**config.mk**
```make
export PLATFORM = sky130hd
export DESIGN_NAME = sensor_station
export DESIGN_NICKNAME = d
export VERILOG_FILES = /design/src/hw/uart_pkg.sv /design/src/hw/station_pkg.sv /design/src/hw/uart_receiver.sv /design/src/hw/uart_transmitter.sv /design/src/hw/command_framer.sv /design/src/hw/reply_sequencer.sv /design/src/hw/sensor_station.sv
export SDC_FILE = /design/constraint.sdc
export NUM_CORES = 1
export LEC_CHECK = 0
export BUFFER_PORTS_ARGS = -buffer_cell sky130_fd_sc_hd__buf_2
export CAP_MARGIN = 25
export CORE_MARGIN = 1
export CORE_UTILIZATION = 53
export DETAILED_ROUTE_END_ITERATION = 7
export GPL_TIMING_DRIVEN = 0
export PLACE_DENSITY = 0.82
export SETUP_SLACK_MARGIN = 0.1
export SLEW_MARGIN = 20
export SYNTH_ARGS = -nofsm -noshare
export SYNTH_HDL_FRONTEND = slang
export SYNTH_SLANG_ARGS = --single-unit
```
**constraint.sdc**
```tcl
create_clock -name clock -period 3.2 [get_ports clock]
set_clock_uncertainty 0.2 [all_clocks]
set_input_delay 0.64 -clock clock [delete_from_list [all_inputs] [get_ports clock]]
set_output_delay 0.64 -clock clock [all_outputs]
set_load 0.05 [all_outputs]
```
**src/hw/uart_pkg.sv**
```systemverilog
package uart_pkg;

	localparam int BIT_COUNT = 8; // data bits per frame

	typedef logic [BIT_COUNT-1:0] byte_t; // one serial data byte

	typedef logic [$clog2(BIT_COUNT)-1:0] bit_index_t; // position inside the data bits

endpackage

```
**src/hw/station_pkg.sv**
```systemverilog
package station_pkg;

	import uart_pkg::*;

	// host command codes, ascii digits
	localparam byte_t CMD_STATUS     = 8'h30; // '0' sensor status query
	localparam byte_t CMD_TEMP       = 8'h31; // '1' single temperature
	localparam byte_t CMD_HUMID      = 8'h32; // '2' single humidity
	localparam byte_t CMD_CONT_TEMP  = 8'h33; // '3' continuous temperature
	localparam byte_t CMD_CONT_HUMID = 8'h34; // '4' continuous humidity
	localparam byte_t CMD_STOP_TEMP  = 8'h35; // '5' stop continuous temperature
	localparam byte_t CMD_STOP_HUMID = 8'h36; // '6' stop continuous humidity

	// first reply byte
	localparam byte_t RPL_STATUS_OK    = 8'h07;
	localparam byte_t RPL_STATUS_FAULT = 8'h1F;
	localparam byte_t RPL_HUMID        = 8'h08;
	localparam byte_t RPL_TEMP         = 8'h09;
	localparam byte_t RPL_CONT         = 8'hFD; // both continuous modes
	localparam byte_t RPL_STOP_TEMP    = 8'h0E;
	localparam byte_t RPL_STOP_HUMID   = 8'h0B;
	localparam byte_t RPL_INVALID      = 8'hFB;
	localparam byte_t RPL_FILLER       = 8'hFC; // second byte when no reading goes along

	localparam byte_t SENSOR_FAULT_DATA = 8'hFF; // status reading of a broken sensor

	typedef logic [1:0] sensor_kind_t; // what the sensor side is asked for

	localparam sensor_kind_t KIND_HUMID  = 2'd0;
	localparam sensor_kind_t KIND_TEMP   = 2'd1;
	localparam sensor_kind_t KIND_STATUS = 2'd2;

	typedef enum logic [2:0]
	{
		ST_IDLE,        // waiting for a pending command
		ST_DECODE,      // address and code check
		ST_SENSE,       // sensor request outstanding
		ST_FIRST,       // start the reply code byte
		ST_WAIT_FIRST,  // reply code on the line
		ST_SECOND,      // start the data or filler byte
		ST_WAIT_SECOND, // second byte on the line
		ST_INTERVAL     // continuous mode pause
	} seq_state_t;

endpackage

```
**src/hw/uart_receiver.sv**
```systemverilog
module uart_receiver import uart_pkg::*; #(
	parameter int CLKS_PER_BIT = 16
) (
	input  logic  clock,
	input  logic  reset,
	input  logic  rx_serial,
	output byte_t rx_byte,
	output logic  rx_done
);

	localparam int CW   = $clog2(CLKS_PER_BIT + 1);
	localparam int HALF = CLKS_PER_BIT / 2;

	typedef enum logic [2:0] {RX_IDLE, RX_START, RX_DATA, RX_STOP, RX_TAIL} rx_state_t;

	rx_state_t  state;
	logic [CW-1:0] tick; // clocks inside the current bit
	bit_index_t bit_index;
	logic       rx_meta, rx_line; // two stage synchronizer
	logic       stop_ok; // stop bit seen high
	logic       bit_end, half_end;

	assign bit_end  = (tick == CW'(CLKS_PER_BIT - 1));
	assign half_end = (tick == CW'(HALF - 1));

	always_ff @(posedge clock)
	begin
		if (reset)
		begin
			rx_meta <= 1'b1; // line idles high
			rx_line <= 1'b1;
		end
		else
		begin
			rx_meta <= rx_serial;
			rx_line <= rx_meta;
		end
	end

	always_ff @(posedge clock)
	begin
		rx_done <= 1'b0; // pulse by default low
		if (reset)
		begin
			state     <= RX_IDLE;
			tick      <= '0;
			bit_index <= '0;
			stop_ok   <= 1'b0;
		end
		else
		begin
			tick <= tick + 1'b1;
			case (state)
				RX_IDLE:
				begin
					tick      <= '0;
					bit_index <= '0;
					if (!rx_line)
						state <= RX_START; // falling edge, maybe a start bit
				end
				RX_START:
				if (half_end)
				begin
					tick  <= '0;
					state <= rx_line ? RX_IDLE : RX_DATA; // glitch, not a start bit
				end
				RX_DATA:
				if (bit_end)
				begin
					tick      <= '0;
					bit_index <= bit_index + 1'b1;
					if (bit_index == bit_index_t'(BIT_COUNT - 1))
						state <= RX_STOP;
				end
				RX_STOP:
				if (bit_end)
				begin
					tick    <= '0;
					stop_ok <= rx_line; // mid stop bit sample
					state   <= RX_TAIL;
				end
				RX_TAIL:
				if (half_end)
				begin
					rx_done <= stop_ok; // framing error drops the byte
					state   <= RX_IDLE;
				end
				default: state <= RX_IDLE;
			endcase
		end
	end

	always_ff @(posedge clock)
	begin
		if (state == RX_DATA && bit_end)
			rx_byte <= {rx_line, rx_byte[BIT_COUNT-1:1]}; // lsb arrives first
	end

endmodule

```
**src/hw/uart_transmitter.sv**
```systemverilog
module uart_transmitter import uart_pkg::*; #(
	parameter int CLKS_PER_BIT = 16
) (
	input  logic  clock,
	input  logic  reset,
	input  logic  tx_start,
	input  byte_t tx_byte,
	output logic  tx_serial,
	output logic  tx_busy,
	output logic  tx_done
);

	localparam int CW = $clog2(CLKS_PER_BIT + 1);

	typedef enum logic [1:0] {TX_IDLE, TX_START, TX_DATA, TX_STOP} tx_state_t;

	tx_state_t     state;
	logic [CW-1:0] tick;
	bit_index_t    bit_index;
	byte_t         shift; // bits still to send
	logic          bit_end;

	assign bit_end = (tick == CW'(CLKS_PER_BIT - 1));
	assign tx_busy = (state != TX_IDLE);
	assign tx_done = (state == TX_STOP) && bit_end; // last clock of the stop bit

	always_ff @(posedge clock)
	begin
		if (reset)
		begin
			state     <= TX_IDLE;
			tick      <= '0;
			bit_index <= '0;
			tx_serial <= 1'b1; // idle line
		end
		else
		begin
			tick <= bit_end ? '0 : tick + 1'b1;
			case (state)
				TX_IDLE:
				begin
					tick      <= '0;
					bit_index <= '0;
					if (tx_start)
					begin
						tx_serial <= 1'b0; // start bit
						state     <= TX_START;
					end
				end
				TX_START:
				if (bit_end)
				begin
					tx_serial <= shift[0];
					state     <= TX_DATA;
				end
				TX_DATA:
				if (bit_end)
				begin
					bit_index <= bit_index + 1'b1;
					if (bit_index == bit_index_t'(BIT_COUNT - 1))
					begin
						tx_serial <= 1'b1; // stop bit
						state     <= TX_STOP;
					end
					else
						tx_serial <= shift[1]; // next bit, shift moves on this edge
				end
				TX_STOP:
				if (bit_end)
					state <= TX_IDLE;
				default: state <= TX_IDLE;
			endcase
		end
	end

	always_ff @(posedge clock)
	begin
		if (state == TX_IDLE && tx_start)
			shift <= tx_byte;
		else if (state == TX_DATA && bit_end)
			shift <= shift >> 1; // drop the bit just finished
	end

endmodule

```
**src/hw/command_framer.sv**
```systemverilog
module command_framer import uart_pkg::*; (
	input  logic  clock,
	input  logic  reset,
	input  logic  rx_done,
	input  byte_t rx_byte,
	input  logic  cmd_take,
	output byte_t cmd_code,
	output byte_t cmd_address,
	output logic  cmd_pending
);

	logic  second_slot; // next byte is the address
	byte_t code_hold; // code byte of the pair in progress
	logic  pair_done;

	assign pair_done = rx_done && second_slot;

	always_ff @(posedge clock)
	begin
		if (reset)
		begin
			second_slot <= 1'b0;
			cmd_pending <= 1'b0;
		end
		else
		begin
			if (rx_done)
				second_slot <= !second_slot; // alternate code and address
			if (pair_done)
				cmd_pending <= 1'b1; // a new pair wins over a take in the same cycle
			else if (cmd_take)
				cmd_pending <= 1'b0;
		end
	end

	always_ff @(posedge clock)
	begin
		if (rx_done && !second_slot)
			code_hold <= rx_byte;
		if (pair_done)
		begin
			cmd_code    <= code_hold; // overwrites an untaken command
			cmd_address <= rx_byte;
		end
	end

endmodule

```
**src/hw/reply_sequencer.sv**
```systemverilog
module reply_sequencer import uart_pkg::*, station_pkg::*; #(
	parameter int    INTERVAL_CYCLES = 1000,
	parameter byte_t STATION_ADDRESS = 8'h00
) (
	input  logic         clock,
	input  logic         reset,
	input  byte_t        cmd_code,
	input  byte_t        cmd_address,
	input  logic         cmd_pending,
	input  logic         tx_busy,
	input  logic         tx_done,
	input  logic         sensor_done,
	input  byte_t        sensor_data,
	output logic         cmd_take,
	output logic         tx_start,
	output byte_t        tx_byte,
	output logic         sensor_start,
	output sensor_kind_t sensor_kind
);

	localparam int IW = $clog2(INTERVAL_CYCLES + 1);

	seq_state_t    state;
	byte_t         code_q, address_q; // command being served
	byte_t         reply_code; // first reply byte
	byte_t         reply_data; // reading or filler
	logic          cont_mode;
	logic [IW-1:0] interval_count;
	logic          interval_end;

	assign interval_end = (interval_count == IW'(INTERVAL_CYCLES - 1));

	always_ff @(posedge clock)
	begin
		if (state == ST_IDLE && cmd_pending)
		begin
			code_q    <= cmd_code;
			address_q <= cmd_address;
		end
	end

	always_ff @(posedge clock)
	begin
		cmd_take     <= 1'b0; // strobes low unless set below
		tx_start     <= 1'b0;
		sensor_start <= 1'b0;
		if (reset)
		begin
			state          <= ST_IDLE;
			cont_mode      <= 1'b0;
			interval_count <= '0;
			sensor_kind    <= KIND_STATUS;
		end
		else
		begin
			case (state)
				ST_IDLE:
				if (cmd_pending)
				begin
					cmd_take <= 1'b1; // framer slot freed next cycle
					state    <= ST_DECODE;
				end
				ST_DECODE:
				begin
					cont_mode  <= 1'b0; // any command ends continuous mode
					reply_data <= RPL_FILLER;
					if (address_q != STATION_ADDRESS)
					begin
						reply_code <= RPL_INVALID; // wrong station, status included
						state      <= ST_FIRST;
					end
					else
					begin
						case (code_q)
							CMD_STATUS:
							begin
								sensor_kind  <= KIND_STATUS;
								sensor_start <= 1'b1;
								state        <= ST_SENSE;
							end
							CMD_TEMP, CMD_CONT_TEMP:
							begin
								sensor_kind  <= KIND_TEMP;
								sensor_start <= 1'b1;
								reply_code   <= (code_q == CMD_TEMP) ? RPL_TEMP : RPL_CONT;
								cont_mode    <= (code_q == CMD_CONT_TEMP);
								state        <= ST_SENSE;
							end
							CMD_HUMID, CMD_CONT_HUMID:
							begin
								sensor_kind  <= KIND_HUMID;
								sensor_start <= 1'b1;
								reply_code   <= (code_q == CMD_HUMID) ? RPL_HUMID : RPL_CONT;
								cont_mode    <= (code_q == CMD_CONT_HUMID);
								state        <= ST_SENSE;
							end
							CMD_STOP_TEMP:
							begin
								reply_code <= RPL_STOP_TEMP;
								state      <= ST_FIRST;
							end
							CMD_STOP_HUMID:
							begin
								reply_code <= RPL_STOP_HUMID;
								state      <= ST_FIRST;
							end
							default:
							begin
								reply_code <= RPL_INVALID; // unknown or binary code
								state      <= ST_FIRST;
							end
						endcase
					end
				end
				ST_SENSE:
				if (sensor_done)
				begin
					if (sensor_kind == KIND_STATUS)
					begin
						reply_code <= (sensor_data == SENSOR_FAULT_DATA) ?
							RPL_STATUS_FAULT : RPL_STATUS_OK;
						reply_data <= RPL_FILLER;
					end
					else
						reply_data <= sensor_data; // reading goes out as second byte
					state <= ST_FIRST;
				end
				ST_FIRST:
				if (!tx_busy)
				begin
					tx_byte  <= reply_code;
					tx_start <= 1'b1;
					state    <= ST_WAIT_FIRST;
				end
				ST_WAIT_FIRST:
				if (tx_done)
					state <= ST_SECOND;
				ST_SECOND:
				if (!tx_busy)
				begin
					tx_byte  <= reply_data;
					tx_start <= 1'b1;
					state    <= ST_WAIT_SECOND;
				end
				ST_WAIT_SECOND:
				if (tx_done)
				begin
					interval_count <= '0;
					state          <= cont_mode ? ST_INTERVAL : ST_IDLE;
				end
				ST_INTERVAL:
				if (cmd_pending)
				begin
					cont_mode <= 1'b0; // new host command takes over
					state     <= ST_IDLE;
				end
				else if (interval_end)
				begin
					sensor_start <= 1'b1; // next reading, kind still held
					state        <= ST_SENSE;
				end
				else
					interval_count <= interval_count + 1'b1;
				default: state <= ST_IDLE;
			endcase
		end
	end

endmodule

```
**src/hw/sensor_station.sv**
```systemverilog
module sensor_station import uart_pkg::*, station_pkg::*; #(
	parameter int    CLKS_PER_BIT    = 16,
	parameter int    INTERVAL_CYCLES = 1000,
	parameter byte_t STATION_ADDRESS = 8'h00
) (
	input  logic         clock,
	input  logic         reset,
	input  logic         rx_serial,
	input  logic         sensor_done,
	input  byte_t        sensor_data,
	output logic         tx_serial,
	output logic         sensor_start,
	output sensor_kind_t sensor_kind
);

	byte_t rx_byte, cmd_code, cmd_address, tx_byte;
	logic  rx_done, cmd_pending, cmd_take;
	logic  tx_start, tx_busy, tx_done;

	uart_receiver #(.CLKS_PER_BIT(CLKS_PER_BIT)) receiver0 (
		.clock(clock), .reset(reset), .rx_serial(rx_serial),
		.rx_byte(rx_byte), .rx_done(rx_done)
	);

	command_framer framer0 (
		.clock(clock), .reset(reset), .rx_done(rx_done), .rx_byte(rx_byte),
		.cmd_take(cmd_take), .cmd_code(cmd_code), .cmd_address(cmd_address),
		.cmd_pending(cmd_pending)
	);

	reply_sequencer #(
		.INTERVAL_CYCLES(INTERVAL_CYCLES), .STATION_ADDRESS(STATION_ADDRESS)
	) sequencer0 (
		.clock(clock), .reset(reset), .cmd_code(cmd_code), .cmd_address(cmd_address),
		.cmd_pending(cmd_pending), .tx_busy(tx_busy), .tx_done(tx_done),
		.sensor_done(sensor_done), .sensor_data(sensor_data), .cmd_take(cmd_take),
		.tx_start(tx_start), .tx_byte(tx_byte), .sensor_start(sensor_start),
		.sensor_kind(sensor_kind)
	);

	uart_transmitter #(.CLKS_PER_BIT(CLKS_PER_BIT)) transmitter0 (
		.clock(clock), .reset(reset), .tx_start(tx_start), .tx_byte(tx_byte),
		.tx_serial(tx_serial), .tx_busy(tx_busy), .tx_done(tx_done)
	);

endmodule

```
==> qor.tcl, run 1 <==
set qor(ys.warnings.count) 0
set qor(htree_levels) 4
set qor(critical_path_s_top_delay_family) {simple AND/OR/NAND/NOR gates}
set qor(run_status) {finished clean}
set qor(ctsResizeCount) 0
set qor(critical_path_arrival_ns) 2.77
set qor(floorplan.die.height_um) 101
set qor(post-place-ws_ns) 0.495
set qor(netlist_top_cells_area) {sky130_fd_sc_hd__edfxtp_1, sky130_fd_sc_hd__dfxtp_1, sky130_fd_sc_hd__ha_1, sky130_fd_sc_hd__mux2_2, sky130_fd_sc_hd__a21oi_1}
set qor(finalSetupTns_ns) 0
set qor(wl_um) 9060
set qor(timing_worst_setup_path_type) {flop to flop}
set qor(insertion_delay_ns) 0.53
set qor(p_leak_nw) 2.11
set qor(clock_tree.buffer_depth) 2
set qor(highest_fanout_seen_on_the_critical_path) 10
set qor(post-route-period-util_pct) 86.2
set qor(overall_track_demand_over_capacity_in_global_routing_pct) 20.2
set qor(slowest_delay_ns) 0.58
set qor(std_cell_rows) 35
set qor(syn_area_per_cell_um2) 12.4
set qor(timing.max_slew.rel_slack_pct) 50.7
set qor(wl_per_cell_um) 15.1
set qor(sw_frac_of_total_pct) 23.0
set qor(ir_drop_mv) 0.424
set qor(antenna_violating_nets_post_route) 0
set qor(first_global_vias) 3341
set qor(startpoint_type) {flop}
set qor(clock_network_fraction_of_total_power_pct) 48.4
set qor(chipWidth_um) 101
set qor(total_clock_sinks) 125
set qor(path_buf_inv) 2
set qor(die-area_um2) 10300
set qor(synthCells) 423
set qor(ioPinCount) 16
set qor(yosys.cell_count.top_type) {sky130_fd_sc_hd__edfxtp_1}
set qor(max_freq_mhz) 362
set qor(synth_commonest_cells) {sky130_fd_sc_hd__edfxtp_1, sky130_fd_sc_hd__dfxtp_1, sky130_fd_sc_hd__nor2_1}
set qor(drt-vias-per-instance) 5.55
set qor(post_synth_instance_area_um2) 5230
set qor(min-delay-path-class) {primary input to flop}
set qor(finalSetupViolCount) 0
set qor(final_cell_count_no_fill) 601
set qor(n_antenna_cell) 0
set qor(hold_viol_final) 0
set qor(synth.net_count) 449
set qor(number_of_pins_with_negative_max_slew_slack_in_the_final_report) 0
set qor(drv_cap) 0
set qor(hold_buffers) 0
set qor(power_switching_mw) 0.840
set qor(clk_transition_reported_paths_ns) 0.06
set qor(worstPathCellList) {buf_4 -> buf_2 -> nor3b_2 -> a21oi_1 -> nor2_1 -> and3_1}
set qor(post_synthesis_register_bit_count) 125
set qor(drtPass1Iterations) 4
set qor(internal-power_mw) 2.81
set qor(final_nets) 486
set qor(floorplan.core_area_um2) 9420
set qor(grt_first_pass_wirelength_um) 15400
set qor(worstPathRequired_ns) 3.21
set qor(numCtsBuffers) 17
set qor(first_iter_violations) 149
set qor(gp_congestion) 0.881
set qor(drive_gt1_share_pct) 17.8
set qor(place_hpwl_um) 5890
set qor(post-route-drc-count) 0
set qor(portBuffers) 15
set qor(cp_slowest_cell) {sky130_fd_sc_hd__nor2_1}
set qor(synthFlopType) {sky130_fd_sc_hd__edfxtp_1}
set qor(pwr-share-seq_pct) 47.2
set qor(vias) 3338
set qor(rsz0062_at_grt) {false}
set qor(grt_overflow) 0
set qor(antenna_found_initial) 0
set qor(maximum_number_of_pins_on_one_net_before_global_route_repair) 18
set qor(postSynth.asyncResetShare_pct) 0
set qor(post_synth_num_cell_types) 69
set qor(synth-seq-area-share_pct) 62.8
set qor(end_kind) {flop}
set qor(synth_to_layout_area_growth_pct) 15.4
set qor(p_per_area_nw_per_um2) 604
set qor(dp_cells) 569
set qor(tritoncts) {built}
set qor(initial_core_util_pct) 55.6
set qor(fin_ws_ns) 0.440
set qor(post-synth-top-area-cell) {sky130_fd_sc_hd__edfxtp_1}
set qor(combinational_fraction_of_design_power_pct) 4.4
set qor(synth_top_area_share_pct) 44.8
set qor(final_period_minus_worst_setup_slack_ns) 2.76
set qor(worst_slew_pin_slew_ns) 0.737
set qor(root_buffer) {sky130_fd_sc_hd__clkbuf_8}
set qor(number_of_synthesized_flops_with_an_enable_pin) 78
set qor(postCtsSetupRepairBufs) 0
==> routing by layer <==
layer	track usage (%)	part of all wire, %	vias to the layer above
met5	0	0	-
met4	9.25	1.4	0
met3	7.32	4.4	12
met2	34.5	53	70
met1	22.5	41	1619
li1	-	-	1637
==> worst reg2reg max path, cell delays in order, from the launching register on <==
cell	delay (ns)
sky130_fd_sc_hd__dfxtp_1	0.32
sky130_fd_sc_hd__buf_4	0.15
sky130_fd_sc_hd__buf_2	0.23
sky130_fd_sc_hd__nor3b_2	0.46
sky130_fd_sc_hd__a21oi_1	0.07
sky130_fd_sc_hd__nor2_1	0.58
sky130_fd_sc_hd__and3_1	0.43
==> sequential cells by signal, summed over array words and instances (netlist names), 3 cells and up <==
register	count
transmitter0.tick	5
transmitter0.shift	8
receiver0.rx_byte	8
framer0.cmd_code	8
receiver0.bit_index	3
sequencer0.tx_byte	8
framer0.code_hold	8
receiver0.tick	5
sequencer0.reply_data	8
transmitter0.bit_index	3
framer0.cmd_address	8
sequencer0.reply_code	6
receiver0.state	3
sequencer0.state	3
sequencer0.address_q	8
sequencer0.code_q	8
sequencer0.interval_count	10
==> power groups by stage <==
stage / logic [mW] / registers (mW) / clock network [mW]
3_3_place_gp: 0.152 / 1.75 / 0
5_1_grt: 0.180 / 1.72 / 1.86
3_5_place_dp: 0.158 / 1.75 / 0
2_1_floorplan: 0.101 / 1.77 / 0
6_report: 0.160 / 1.72 / 1.76
4_1_cts: 0.161 / 1.72 / 1.80
==> area by class of cell <==
class                      count  area [um^2]
clock inverter                14          135
tap                          129          161
clock buffer                  17          414
multi-input combinational    256         1770
timing repair buffer          18         90.1
inverter                      24         90.1
fill                         702         3380
sequential                   125         3280
buffer                        18         92.6
==> cells in the final DEF, fill, tap and decap left out, types with 13 or more instances in the layout <==
master / n
sky130_fd_sc_hd__edfxtp_1: 78
sky130_fd_sc_hd__buf_2: 23
sky130_fd_sc_hd__a21oi_1: 23
sky130_fd_sc_hd__ha_1: 14
sky130_fd_sc_hd__nand2_1: 19
sky130_fd_sc_hd__nand3_1: 13
sky130_fd_sc_hd__dfxtp_1: 47
sky130_fd_sc_hd__clkbuf_16: 16
sky130_fd_sc_hd__inv_1: 23
sky130_fd_sc_hd__nor2_1: 30
==> final timing paths <==
path | start | cells past startpoint | end | slack, ns
worst max-delay path | sequencer0.state[0] | 6 | sequencer0.reply_code[3] | 0.44
worst min-delay path | rx_serial | 2 | receiver0.rx_meta | 0.09
worst max register to register | sequencer0.state[0] | 6 | sequencer0.reply_code[3] | 0.44
worst min register to register | receiver0.rx_meta | 1 | receiver0.rx_line | 0.21
==> cell families after synthesis <==
| group | count (synthesis) | synth area share [%] |
|---|---|---|
| flops | 125 | 62.8 |
| simple gates | 143 | 16.2 |
| compound gates | 74 | 9.35 |
| buf+inv | 42 | 3.49 |
| fa+ha+maj | 14 | 3.35 |
| xor+xnor | 8 | 1.34 |
| mux | 17 | 3.54 |
==> per-stage QoR <==
stage | util, % | area, um^2 | hold WS (ns) | power (mW)
global route | 64.1 | 6040 | 0.0682 | 3.77
floorplan | - | 5230 | 0.189 | 1.87
CTS | 64.1 | 6030 | 0.0741 | 3.68
detailed placement | 58.2 | 5480 | 0.198 | 1.91
global placement | 58.1 | 5470 | 0.197 | 1.91
finish | 64.1 | 6040 | 0.0919 | 3.65
Note: power is estimated with default switching activity, not from simulation.
==> run 2, diff against run 1 <==
--- a/config.mk
+++ b/config.mk
@@ -7,8 +7,8 @@
 export LEC_CHECK = 0
 export BUFFER_PORTS_ARGS = -buffer_cell sky130_fd_sc_hd__buf_2
 export CAP_MARGIN = 25
-export CORE_MARGIN = 1
 export CORE_UTILIZATION = 53
+export CTS_BUF_LIST = sky130_fd_sc_hd__clkbuf_4 sky130_fd_sc_hd__clkbuf_8
 export DETAILED_ROUTE_END_ITERATION = 7
 export GPL_TIMING_DRIVEN = 0
 export PLACE_DENSITY = 0.82
==> qor.tcl, run 2 (synthesis results as in run 1) <==
set qor(postCtsSetupRepairBufs) 0
set qor(slowest_delay_ns) 0.57
set qor(holdPathEnd) {receiver0.rx_meta}
set qor(clk_transition_reported_paths_ns) 0.07
set qor(number_of_pins_with_negative_max_slew_slack_in_the_final_report) 0
set qor(drtPass1Iterations) 4
set qor(combinational_fraction_of_design_power_pct) 5.1
set qor(grt_overflow) 0
set qor(worstPathCellList) {buf_4 -> buf_2 -> nor3b_2 -> a21oi_1 -> nor2_1 -> and3_1}
set qor(clock_tree.buffer_depth) 2
set qor(synth_to_layout_area_growth_pct) 12.0
set qor(fin_ws_ns) 0.460
set qor(cell_area_after_layout_um2) 5860
set qor(p_per_area_nw_per_um2) 537
set qor(wl_per_cell_um) 14.1
set qor(postPlaceCellArea_um2) 5480
set qor(initial_core_util_pct) 55.6
set qor(wl_um) 8460
set qor(final_period_minus_worst_setup_slack_ns) 2.74
set qor(finalSetupViolCount) 0
set qor(regToRegEndpoint) {sequencer0.reply_code[4]}
set qor(drv_cap) 0
set qor(pwr-share-seq_pct) 54.6
set qor(portBuffers) 15
set qor(final_nets) 486
set qor(ioPinCount) 16
set qor(p_leak_nw) 2.03
set qor(worst_slew_pin_slew_ns) 0.768
set qor(worstPathRequired_ns) 3.10
set qor(total_clock_sinks) 125
set qor(max_freq_mhz) 365
set qor(ctsResizeCount) 0
set qor(insertion_delay_ns) 0.42
set qor(ir_drop_mv) 0.396
set qor(hold_buffers) 0
set qor(htree_levels) 4
set qor(power_switching_mw) 0.757
set qor(place_hpwl_um) 5890
set qor(grt_first_pass_wirelength_um) 14500
set qor(highest_fanout_seen_on_the_critical_path) 10
set qor(grtUsageMet2_pct) 31.9
set qor(overall_track_demand_over_capacity_in_global_routing_pct) 18.4
set qor(post-route-period-util_pct) 85.6
set qor(commonest_cells_after_routing_fill_and_taps_aside) {sky130_fd_sc_hd__edfxtp_1, sky130_fd_sc_hd__dfxtp_1, sky130_fd_sc_hd__nor2_1}
set qor(total_power_draw_mw) 3.15
set qor(grt_most_used_layer) {met2}
set qor(hold_viol_final) 0
set qor(r2r_slack_ns) 0.46
set qor(timing_worst_setup_path_type) {flop to flop}
set qor(chipWidth_um) 101
set qor(die-area_um2) 10300
set qor(layout_commonest_cell) {sky130_fd_sc_hd__edfxtp_1}
set qor(gp_congestion) 0.881
set qor(holdCritStartpoint) {rx_serial}
set qor(min-delay-path-class) {primary input to flop}
set qor(critical_path_arrival_ns) 2.64
set qor(largest_register_ff_count) 10
set qor(internal-power_mw) 2.39
set qor(cp_slowest_cell) {sky130_fd_sc_hd__nor2_1}
set qor(floorplan.die.height_um) 101
set qor(gr_met3_demand_resource_pct) 5.24
set qor(std_cell_rows) 35
set qor(tritoncts) {built}
set qor(register_name_with_the_most_flops) {sequencer0.interval_count}
set qor(post-route-drc-count) 0
set qor(clock_network_fraction_of_total_power_pct) 40.3
set qor(first_iter_violations) 147
set qor(dp_cells) 569
set qor(vias) 3297
set qor(finalSetupTns_ns) 0
set qor(final_cell_count_no_fill) 601
set qor(finalHoldWorstSlack_ns) 0.199
set qor(rsz0062_at_grt) {false}
set qor(antenna_found_initial) 0
set qor(timing.reg2reg.worst_path_depth) 6
set qor(post-place-ws_ns) 0.495
set qor(root_buffer) {sky130_fd_sc_hd__clkbuf_8}
set qor(antenna_violating_nets_post_route) 0
set qor(sw_frac_of_total_pct) 24.0
set qor(drt-vias-per-instance) 5.49
set qor(numCtsBuffers) 17
set qor(end_kind) {flop}
set qor(first_global_vias) 3275
set qor(startpoint_type) {flop}
set qor(n_antenna_cell) 0
set qor(maximum_number_of_pins_on_one_net_before_global_route_repair) 18
set qor(floorplan.core_area_um2) 9420
set qor(timing.max_slew.rel_slack_pct) 48.8
set qor(drive_gt1_share_pct) 17.8
set qor(crit-reg2reg-launch) {sequencer0.state[0]}
set qor(run_status) {finished clean}
set qor(gr-usage-met1_pct) 21.4
set qor(post-route-util_pct) 62.2
set qor(hold_depth) 2
run 2: per-layer routing:
| metal | wire [um] | vias up |
|---|---|---|
| li1 | - | 1632 |
| met1 | 3670 | 1598 |
| met2 | 4320 | 56 |
| met3 | 365 | 11 |
| met4 | 101 | 0 |
| met5 | 0 | - |
run 2: how the worst max path moves through the flow:
stage                             start                       end  slack [ns]  depth (start not counted)
floorplan           sequencer0.state[0]   sequencer0.address_q[0]        0.14                          3
global placement    sequencer0.state[0]      sequencer0.code_q[0]       -0.41                          3
detailed placement  sequencer0.state[0]  sequencer0.reply_code[3]        0.50                          6
CTS                 sequencer0.state[0]  sequencer0.reply_code[0]        0.48                          6
global route        sequencer0.state[1]  sequencer0.reply_code[0]        0.28                          5
finish              sequencer0.state[0]  sequencer0.reply_code[4]        0.46                          6
run 2: critical path, delay by kind of cell, from the launching register on:
kind / cells / cell delay, ns
compound gates: 1 / 0.08
buf+inv: 2 / 0.38
flops: 1 / 0.33
simple gates: 3 / 1.44
run 2: cell type report:
class / instances / area [um^2]
Fill cell: 731 / 3560
Sequential cell: 125 / 3280
Multi-Input combinational cell: 256 / 1770
Clock buffer: 17 / 234
Tap cell: 129 / 161
Clock inverter: 14 / 135
Buffer: 18 / 92.6
Timing Repair Buffer: 18 / 90.1
Inverter: 24 / 90.1
run 2: power by group through the flow:
stage	clock network, mW	logic [mW]	registers [mW]
2_1_floorplan	0	0.101	1.77
3_3_place_gp	0	0.152	1.75
3_5_place_dp	0	0.158	1.75
4_1_cts	1.29	0.159	1.72
5_1_grt	1.35	0.178	1.72
6_report	1.27	0.160	1.72
